==> src/rtl/cache_cfg.svh <==
`ifndef CACHE_CFG_SVH
`define CACHE_CFG_SVH

////////////////////
// cache geometry //
////////////////////

// byte address and data word, front end and memory alike
`define ADDR_W 32
`define DATA_W 32

// direct mapped, 16 lines of 4 words
`define LINE_OFF_W 4  // line index bits
`define WORD_OFF_W 2  // word in line bits

////////////////////
// status space   //
////////////////////

`define CNT_W 32      // hit/miss counter width

// top address bit picks the status registers
`define CTRL_SEL_BIT 31

`endif

==> src/rtl/cache_types_pkg.sv <==
`include "cache_cfg.svh"

package cache_types_pkg;

   // bus side
   typedef logic [`ADDR_W-1:0]   addr_t;   // byte address
   typedef logic [`DATA_W-1:0]   word_t;   // data word
   typedef logic [`DATA_W/8-1:0] sel_t;    // one bit per byte lane

   // address fields seen by the store
   typedef logic [`ADDR_W-`LINE_OFF_W-`WORD_OFF_W-1:0] tag_t;
   typedef logic [`LINE_OFF_W-1:0] line_t;  // line index
   typedef logic [`WORD_OFF_W-1:0] woff_t;  // word within line

   // statistics
   typedef logic [`CNT_W-1:0] cnt_t;

endpackage

==> src/rtl/cache_ctrl_pkg.sv <==
package cache_ctrl_pkg;

   // controller states
   typedef enum logic [2:0]
   {
      IDLE,    // wait for cyc & stb
      LOOKUP,  // tag compare result available
      REFILL,  // line fill in progress
      WTHRU,   // single word write to memory
      CSR,     // status register access
      ACK      // ack out, wait for stb low
   } fsm_state_t;

   // status word offset
   // 0 rd hit, 1 rd miss, 2 wr hit, 3 wr miss
   // wr 4 invalidates all, wr 5 clears counters
   typedef logic [2:0] csr_off_t;

endpackage

==> src/rtl/wb_front_end.sv <==
`timescale 1ns/10ps

module wb_front_end
   import cache_types_pkg::*;
(
   input  logic  clk,
   input  logic  rst_n,
   // wishbone classic slave
   input  logic  cyc,
   input  logic  stb,
   input  logic  we,
   input  addr_t adr,
   input  word_t dat_w,
   input  sel_t  sel,
   output word_t dat_r,
   output logic  ack,
   // from controller
   input  logic  accept,
   input  logic  ack_set,
   input  logic  rdata_src,   // 1 = status regs
   input  word_t hit_rdata,
   input  word_t csr_rdata,
   // latched request
   output logic  req_valid,
   output logic  req_we,
   output addr_t req_addr,
   output word_t req_wdata,
   output sel_t  req_sel
);

   addr_t adr_q;

   assign req_valid = cyc & stb;

   // on accept the store sees the live address, so its lookup
   // is registered on the same edge that latches the request
   assign req_addr = accept ? adr : adr_q;

   // request payload
   always_ff @(posedge clk)
   begin
      if (accept)
      begin
         adr_q     <= adr;
         req_we    <= we;
         req_wdata <= dat_w;
         req_sel   <= sel;
      end
   end

   // ack is one cycle wide, from the controller strobe
   always_ff @(posedge clk)
   begin
      if (!rst_n)
         ack <= 1'b0;
      else
         ack <= ack_set;
   end

   // read data, held until the next ack
   always_ff @(posedge clk)
   begin
      if (ack_set)
         dat_r <= rdata_src ? csr_rdata : hit_rdata;
   end

endmodule

==> src/rtl/cache_store.sv <==
`timescale 1ns/10ps
`include "cache_cfg.svh"

module cache_store
   import cache_types_pkg::*;
(
   input  logic  clk,
   input  logic  rst_n,
   // request
   input  addr_t req_addr,
   input  word_t req_wdata,
   input  sel_t  req_sel,
   input  logic  wr_hit_we,   // byte merge on write hit
   // refill beats
   input  logic  fill_we,
   input  woff_t fill_woff,
   input  word_t fill_word,
   input  logic  inv_all,     // flash invalidate
   // lookup result
   output logic  hit,
   output word_t hit_rdata
);

   localparam int BYTE_W  = $clog2(`DATA_W/8);
   localparam int TAG_LSB = BYTE_W + `WORD_OFF_W + `LINE_OFF_W;
   localparam int N_LINES = 2**`LINE_OFF_W;
   localparam int N_WORDS = 2**(`LINE_OFF_W+`WORD_OFF_W);

   ////////////////////
   // arrays
   ////////////////////

   word_t              data_mem [N_WORDS];
   tag_t               tag_mem  [N_LINES];
   logic [N_LINES-1:0] valid;

   line_t req_line;
   woff_t req_woff;
   tag_t  req_tag;

   // address split: tag | line | word | byte
   assign req_line = req_addr[BYTE_W+`WORD_OFF_W +: `LINE_OFF_W];
   assign req_woff = req_addr[BYTE_W +: `WORD_OFF_W];
   assign req_tag  = tag_t'(req_addr >> TAG_LSB);  // upper bits zero

   // data and tag writes
   always_ff @(posedge clk)
   begin
      if (fill_we)
      begin
         data_mem[{req_line, fill_woff}] <= fill_word;
         if (fill_woff == '1)
            tag_mem[req_line] <= req_tag;  // tag lands with last word
      end
      else if (wr_hit_we)
      begin
         for (int b = 0; b < `DATA_W/8; b++)
         begin
            if (req_sel[b])
               data_mem[{req_line, req_woff}][8*b +: 8] <= req_wdata[8*b +: 8];
         end
      end
   end

   // valid bits
   always_ff @(posedge clk)
   begin
      if (!rst_n || inv_all)
         valid <= '0;                     // all lines in one cycle
      else if (fill_we && fill_woff == '1)
         valid[req_line] <= 1'b1;         // line complete
   end

   ////////////////////
   // synchronous lookup
   ////////////////////

   always_ff @(posedge clk)
   begin
      if (!rst_n)
         hit <= 1'b0;
      else
         hit <= valid[req_line] && (tag_mem[req_line] == req_tag);
   end

   always_ff @(posedge clk)
   begin
      hit_rdata <= data_mem[{req_line, req_woff}];
   end

endmodule

==> src/rtl/mem_back_end.sv <==
`timescale 1ns/10ps
`include "cache_cfg.svh"

module mem_back_end
   import cache_types_pkg::*;
(
   input  logic  clk,
   input  logic  rst_n,
   // from controller
   input  logic  refill_start,
   input  logic  wthru_start,
   input  addr_t req_addr,
   input  word_t req_wdata,
   input  sel_t  req_sel,
   // native memory master
   output logic  mem_valid,
   output addr_t mem_addr,
   output word_t mem_wdata,
   output sel_t  mem_wstrb,
   input  word_t mem_rdata,
   input  logic  mem_ready,
   // to store
   output logic  fill_we,
   output woff_t fill_woff,
   output word_t fill_word,
   output logic  be_done      // one cycle after last ready
);

   localparam int BYTE_W = $clog2(`DATA_W/8);
   localparam int LINE_LSB = BYTE_W + `WORD_OFF_W;

   logic  refilling;   // 1 = line fill, 0 = write-through
   woff_t word_cnt;    // current beat
   logic  xfer;

   assign xfer = mem_valid & mem_ready;

   // refill beats go straight into the store
   assign fill_we   = xfer & refilling;
   assign fill_woff = word_cnt;
   assign fill_word = mem_rdata;

   ////////////////////
   // control
   ////////////////////

   always_ff @(posedge clk)
   begin
      if (!rst_n)
      begin
         mem_valid <= 1'b0;
         be_done   <= 1'b0;
         refilling <= 1'b0;
         word_cnt  <= '0;
      end
      else
      begin
         be_done <= 1'b0;                 // pulse by default
         if (refill_start)
         begin
            mem_valid <= 1'b1;
            refilling <= 1'b1;
            word_cnt  <= '0;              // start at word 0
         end
         else if (wthru_start)
         begin
            mem_valid <= 1'b1;
            refilling <= 1'b0;
         end
         else if (xfer)
         begin
            if (refilling && word_cnt != '1)
               word_cnt <= word_cnt + 2'd1;  // next beat, keep valid
            else
            begin
               mem_valid <= 1'b0;
               be_done   <= 1'b1;
            end
         end
      end
   end

   ////////////////////
   // request fields, held while stalled
   ////////////////////

   always_ff @(posedge clk)
   begin
      if (refill_start)
      begin
         mem_addr  <= {req_addr[`ADDR_W-1:LINE_LSB], {LINE_LSB{1'b0}}};  // line base
         mem_wstrb <= '0;                 // read
      end
      else if (wthru_start)
      begin
         mem_addr  <= {req_addr[`ADDR_W-1:BYTE_W], {BYTE_W{1'b0}}};
         mem_wdata <= req_wdata;
         mem_wstrb <= req_sel;
      end
      else if (xfer && refilling)
         mem_addr[LINE_LSB-1:BYTE_W] <= word_cnt + 2'd1;  // walk the line
   end

endmodule

==> src/rtl/cache_status.sv <==
`timescale 1ns/10ps

module cache_status
   import cache_types_pkg::*;
   import cache_ctrl_pkg::*;
(
   input  logic       clk,
   input  logic       rst_n,
   input  logic [3:0] cnt_inc,    // rd hit, rd miss, wr hit, wr miss
   input  logic       cnt_clr,
   input  csr_off_t   csr_off,
   output word_t      csr_rdata
);

   cnt_t cnt [4];

   ////////////////////
   // counters
   ////////////////////

   always_ff @(posedge clk)
   begin
      if (!rst_n || cnt_clr)
      begin
         for (int i = 0; i < 4; i++)
            cnt[i] <= '0;
      end
      else
      begin
         for (int i = 0; i < 4; i++)
         begin
            if (cnt_inc[i] && cnt[i] != '1)
               cnt[i] <= cnt[i] + cnt_t'(1);  // saturate at all ones
         end
      end
   end

   // offsets 4..7 are write-only commands, read as zero
   assign csr_rdata = csr_off[2] ? '0 : cnt[csr_off[1:0]];

endmodule

==> src/rtl/cache_fsm.sv <==
`timescale 1ns/10ps
`include "cache_cfg.svh"

module cache_fsm
   import cache_types_pkg::*;
   import cache_ctrl_pkg::*;
(
   input  logic       clk,
   input  logic       rst_n,
   input  logic       req_valid,
   input  logic       req_we,
   input  addr_t      req_addr,
   input  logic       hit,
   input  logic       be_done,
   input  logic       stb,
   output logic       accept,
   output logic       ack_set,
   output logic       rdata_src,
   output logic       wr_hit_we,
   output logic       inv_all,
   output logic       refill_start,
   output logic       wthru_start,
   output logic [3:0] cnt_inc,
   output logic       cnt_clr,
   output csr_off_t   csr_off
);

   fsm_state_t state, state_nxt;
   logic       refilled;   // second lookup after a fill, not counted

   assign csr_off = req_addr[4:2];  // word offset in status space

   always_ff @(posedge clk)
   begin
      if (!rst_n)
      begin
         state    <= IDLE;
         refilled <= 1'b0;
      end
      else
      begin
         state <= state_nxt;
         if (state == IDLE)
            refilled <= 1'b0;
         else if (state == REFILL)
            refilled <= 1'b1;
      end
   end

   ////////////////////
   // next state, strobes
   ////////////////////

   always_comb
   begin
      state_nxt    = state;
      accept       = 1'b0;
      ack_set      = 1'b0;
      rdata_src    = 1'b0;
      wr_hit_we    = 1'b0;
      inv_all      = 1'b0;
      refill_start = 1'b0;
      wthru_start  = 1'b0;
      cnt_inc      = 4'b0000;
      cnt_clr      = 1'b0;
      case (state)
         IDLE:
         begin
            if (req_valid)
            begin
               accept    = 1'b1;
               state_nxt = req_addr[`CTRL_SEL_BIT] ? CSR : LOOKUP;
            end
         end
         LOOKUP:
         begin
            if (req_we)
            begin
               cnt_inc     = hit ? 4'b0100 : 4'b1000;
               wr_hit_we   = hit;      // no allocate on miss
               wthru_start = 1'b1;
               state_nxt   = WTHRU;
            end
            else if (hit)
            begin
               cnt_inc[0] = !refilled;
               ack_set    = 1'b1;
               state_nxt  = ACK;
            end
            else
            begin
               cnt_inc[1]   = 1'b1;
               refill_start = 1'b1;
               state_nxt    = REFILL;
            end
         end
         REFILL:
         begin
            if (be_done)
               state_nxt = LOOKUP;     // relook, now hits
         end
         WTHRU:
         begin
            if (be_done)
            begin
               ack_set   = 1'b1;
               state_nxt = ACK;
            end
         end
         CSR:
         begin
            ack_set   = 1'b1;
            rdata_src = 1'b1;
            inv_all   = req_we && csr_off == 3'd4;
            cnt_clr   = req_we && csr_off == 3'd5;
            state_nxt = ACK;
         end
         ACK:
         begin
            if (!stb)
               state_nxt = IDLE;       // master has dropped the strobe
         end
         default:
            state_nxt = IDLE;
      endcase
   end

endmodule

==> src/rtl/wb_cache_top.sv <==
`timescale 1ns/10ps

module wb_cache_top
   import cache_types_pkg::*;
   import cache_ctrl_pkg::*;
(
   input  logic  clk,
   input  logic  rst_n,
   // wishbone classic slave
   input  logic  cyc,
   input  logic  stb,
   input  logic  we,
   input  addr_t adr,
   input  word_t dat_w,
   input  sel_t  sel,
   output word_t dat_r,
   output logic  ack,
   // native memory master
   output logic  mem_valid,
   output addr_t mem_addr,
   output word_t mem_wdata,
   output sel_t  mem_wstrb,
   input  word_t mem_rdata,
   input  logic  mem_ready
);

   // latched request
   logic       req_valid, req_we;
   addr_t      req_addr;
   word_t      req_wdata;
   sel_t       req_sel;
   // controller strobes
   logic       accept, ack_set, rdata_src, wr_hit_we, inv_all;
   logic       refill_start, wthru_start, cnt_clr;
   logic [3:0] cnt_inc;
   csr_off_t   csr_off;
   // datapath returns
   logic       hit, be_done, fill_we;
   word_t      hit_rdata, csr_rdata, fill_word;
   woff_t      fill_woff;

   wb_front_end front_end
   (
      .clk(clk), .rst_n(rst_n),
      .cyc(cyc), .stb(stb), .we(we), .adr(adr), .dat_w(dat_w), .sel(sel),
      .dat_r(dat_r), .ack(ack),
      .accept(accept), .ack_set(ack_set), .rdata_src(rdata_src),
      .hit_rdata(hit_rdata), .csr_rdata(csr_rdata),
      .req_valid(req_valid), .req_we(req_we), .req_addr(req_addr),
      .req_wdata(req_wdata), .req_sel(req_sel)
   );

   cache_store store
   (
      .clk(clk), .rst_n(rst_n),
      .req_addr(req_addr), .req_wdata(req_wdata), .req_sel(req_sel),
      .wr_hit_we(wr_hit_we), .fill_we(fill_we), .fill_woff(fill_woff),
      .fill_word(fill_word), .inv_all(inv_all),
      .hit(hit), .hit_rdata(hit_rdata)
   );

   mem_back_end back_end
   (
      .clk(clk), .rst_n(rst_n),
      .refill_start(refill_start), .wthru_start(wthru_start),
      .req_addr(req_addr), .req_wdata(req_wdata), .req_sel(req_sel),
      .mem_valid(mem_valid), .mem_addr(mem_addr), .mem_wdata(mem_wdata),
      .mem_wstrb(mem_wstrb), .mem_rdata(mem_rdata), .mem_ready(mem_ready),
      .fill_we(fill_we), .fill_woff(fill_woff), .fill_word(fill_word),
      .be_done(be_done)
   );

   cache_status status
   (
      .clk(clk), .rst_n(rst_n),
      .cnt_inc(cnt_inc), .cnt_clr(cnt_clr), .csr_off(csr_off),
      .csr_rdata(csr_rdata)
   );

   cache_fsm fsm
   (
      .clk(clk), .rst_n(rst_n),
      .req_valid(req_valid), .req_we(req_we), .req_addr(req_addr),
      .hit(hit), .be_done(be_done), .stb(stb),
      .accept(accept), .ack_set(ack_set), .rdata_src(rdata_src),
      .wr_hit_we(wr_hit_we), .inv_all(inv_all),
      .refill_start(refill_start), .wthru_start(wthru_start),
      .cnt_inc(cnt_inc), .cnt_clr(cnt_clr), .csr_off(csr_off)
   );

endmodule

==> config.mk <==
export PLATFORM = sky130hd
export DESIGN_NAME = wb_cache_top
export DESIGN_NICKNAME = d
export VERILOG_FILES = /design/src/rtl/cache_types_pkg.sv /design/src/rtl/cache_ctrl_pkg.sv /design/src/rtl/wb_front_end.sv /design/src/rtl/cache_store.sv /design/src/rtl/mem_back_end.sv /design/src/rtl/cache_status.sv /design/src/rtl/cache_fsm.sv /design/src/rtl/wb_cache_top.sv
export VERILOG_INCLUDE_DIRS = /design/src /design/src/rtl
export SDC_FILE = /design/constraint.sdc
export NUM_CORES = 2
export LEC_CHECK = 0
export BUFFER_PORTS_ARGS = -buffer_cell sky130_fd_sc_hd__clkbuf_2
export CORE_AREA = 4 4 510 386
export DETAILED_ROUTE_END_ITERATION = 10
export DIE_AREA = 0 0 514 390
export GPL_TIMING_DRIVEN = 0
export PLACE_DENSITY_LB_ADDON = 0.3
export SLEW_MARGIN = 10
export SYNTH_ARGS = -nofsm -noshare
export SYNTH_HDL_FRONTEND = slang
export SYNTH_HIERARCHICAL = 1
export SYNTH_SLANG_ARGS = --single-unit
==> constraint.sdc <==
create_clock -name clk -period 15.7 [get_ports clk]
set_input_delay 1.57 -clock clk [delete_from_list [all_inputs] [get_ports clk]]
set_output_delay 1.57 -clock clk [all_outputs]
set_load 0.05 [all_outputs]
==> qor.csv <==
stage;metric;value;unit
place;place_ws;6590;ps
sta;finalSetupViolCount;0;
drt;dr.pass1.iters;11;
drt;post-route-drc-count;1;
cts;ctsLongestPathBuffers;4;
global_routing;grt_usage;35.1;%
sta;hold_viol_final;0;
run_status;violations;design-rule violations, max-capacitance violations, max-slew violations;
cells_and_area;final_nets;5989;
cts;cts_made_buffers;277;
min_path;min-delay-start;front_end/req_wdata[31];
place;dp_hpwl;232;mm
setup_path;start_kind;primary input;
cts;cts_tree;done;
setup_path;worst_ep_required_time;16250;ps
power;ir_worst_vdd;0.126;mV
logic_synthesis;syn-instance-count;5358;
logic_synthesis;netlist_area;0.110;sq mm
setup_path;regToRegSetupSlack;6720;ps
die;fp.dieW;514;um
drt;wl_per_cell;41.0;um
setup_path;crit_top_cell;buf_4;
setup_path;reg2reg_to;store/hit_rdata[18];
cts;hold_buffers;0;
cells_and_area;stdcell_count;8645;
setup_path;worstPathArrival;9860;ps
cts;cts_htree_levels;5;
min_path;min_path_cells;0;
min_path;min_to;back_end/mem_wdata[31];
setup_path;worstSetupPathType;primary input to register;
place;dp_cells;8136;
drt;vias;63300;
cts;clock-root-buffer;clkbuf_16;
logic_synthesis;yosysWarnings;6;
place;gp_congestion;0.987;
power;leakage;39.6;nW
setup_path;path_buf_inv;10;
place;portBuffers;171;
setup_path;critPathMaxFanout;10;
setup_path;slowest_delay;1180;ps
logic_synthesis;synth_area_per_cell;20.6;sq um
cells_and_area;syn_to_final_growth;12.3;%
sta;max_freq;107;MHz
drt;routed_wl;354;mm
die;start_util;57.8;%
setup_path;r2r-start;fsm/state[2];
setup_path;crit_chain;clkbuf_2 -> and2_1 -> nor4b_2 -> buf_4 -> buf_4 -> buf_6 -> buf_12 -> mux2_4 -> buf_4 -> buf_2 -> buf_2 -> clkbuf_1 -> clkbuf_2 -> mux4_2 -> a211oi_1 -> o221ai_1;
sta;finalCritPeriodShare;59.3;%
sta;finalCriticalPeriod;9310;ps
cells_and_area;final_layout_size_suffix_gt1_share;28.5;%
drt;drtAntennaViolNets;0;
sta;rsz0062_at_grt;no;
global_routing;grt_pass1_wl;475;mm
die;ios;208;
global_routing;antenna_found_initial;24;
sta;slew_headroom;-16.5;%
min_path;min_path_type;register to register;
die;die_h;390;um
global_routing;grt_start_max_net_pins;65;
power;power;24.0;mW
drt;drt-initial-drc-count;11900;
sta;worst_pin_slew;1750;ps
global_routing;overflow;0;
die;die_area;0.200;sq mm
setup_path;end_kind;register;
die;coreArea;0.191;sq mm
cts;postCtsSetupBuffers;0;
setup_path;crit_family;buffers and inverters;
setup_path;ff2ff_path_depth;15;
setup_path;cpMaxStageDelayCell;clkbuf_1;
die;rows;139;
cells_and_area;final_common_cell;edfxtp_1;
global_routing;grt_pass1_vias;57500;
sta;setup_slack;6390;ps
drt;viasPerCell;7.32;
sta;finalMaxSlewViolations;62;
sta;fin_skew;77.0;ps
flow_run;drv_cap;7;
cts;path_clk_slew;60;ps
cts;clkSinkCount;2784;
cells_and_area;final_cell_mix;2689 x edfxtp_1, 720 x mux4_2, 426 x nor2_1;
cts;postCtsResizedCells;0;
run_status;status;complete, but fails checks;
power;p_per_area;193;mW/mm^2
cts;clk_latency;960;ps
worst reg2reg max path, cell delays in order (launching register included):
cell	delay, ps
dfxtp_1	370
buf_2	210
nor4b_2	510
buf_4	270
buf_4	200
buf_6	170
buf_12	160
mux2_4	340
buf_4	360
buf_2	740
buf_2	850
clkbuf_1	1180
clkbuf_2	920
mux4_2	430
a211oi_1	1100
o221ai_1	810
metal layers:
metal,vias up,GRT usage [%],wire [um]
met3,1173,20.4,71300
met4,36,13.6,18800
li1,23000,-,-
met1,32500,48.0,120000
met5,-,0.721,1260
met2,6609,46.3,143000
sequential cells by signal, indices dropped and copies added (netlist names), 16 cells and up:
name / count
store/data_mem: 2048
store/tag_mem: 384
status/cnt: 128
back_end/mem_wdata: 32
front_end/dat_r: 32
front_end/req_wdata: 32
store/hit_rdata: 32
back_end/mem_addr: 30
front_end/adr_q: 30
store/valid: 16
cell type report:
cell class | instances | area [sq um]
Tap cell | 2538 | 3180
Clock buffer | 362 | 7550
Multi-Input combinational cell | 2233 | 26100
Inverter | 25 | 93.8
Fill cell | 12200 | 67100
Sequential cell | 2784 | 82600
Timing Repair Buffer | 240 | 1560
Clock inverter | 105 | 917
Buffer | 317 | 1920
Antenna cell | 41 | 103
metrics by stage:
step	TNS (ps)	area [sq um]	hold slack (ps)	utilization, %
2_1_floorplan	0	110000	420	-
3_3_place_gp	-6670030	115000	422	59.9
3_5_place_dp	0	115000	428	60.4
4_1_cts	0	124000	442	64.8
5_1_grt	0	124000	454	64.9
6_report	0	124000	441	64.9
power breakdown:
group	leakage [nW]	total (mW)	internal [mW]	switching (mW)
Combinational	10.3	8.88	2.85	6.02
Clock	4.14	6.37	3.65	2.71
Sequential	25.2	8.71	8.57	0.139
how the worst max path moves through the flow:
| stage | end | depth (start not counted) | startpoint |
|---|---|---|---|
| 2_1_floorplan | store/tag_mem[12][0] | 13 | cyc |
| 3_3_place_gp | store/tag_mem[12][23] | 14 | stb |
| 3_5_place_dp | store/hit_rdata[18] | 16 | stb |
| 4_1_cts | store/hit_rdata[18] | 16 | stb |
| 5_1_grt | store/hit_rdata[18] | 16 | stb |
| 6_report | store/hit_rdata[18] | 16 | stb |
Note: power is estimated with default switching activity, not from simulation.
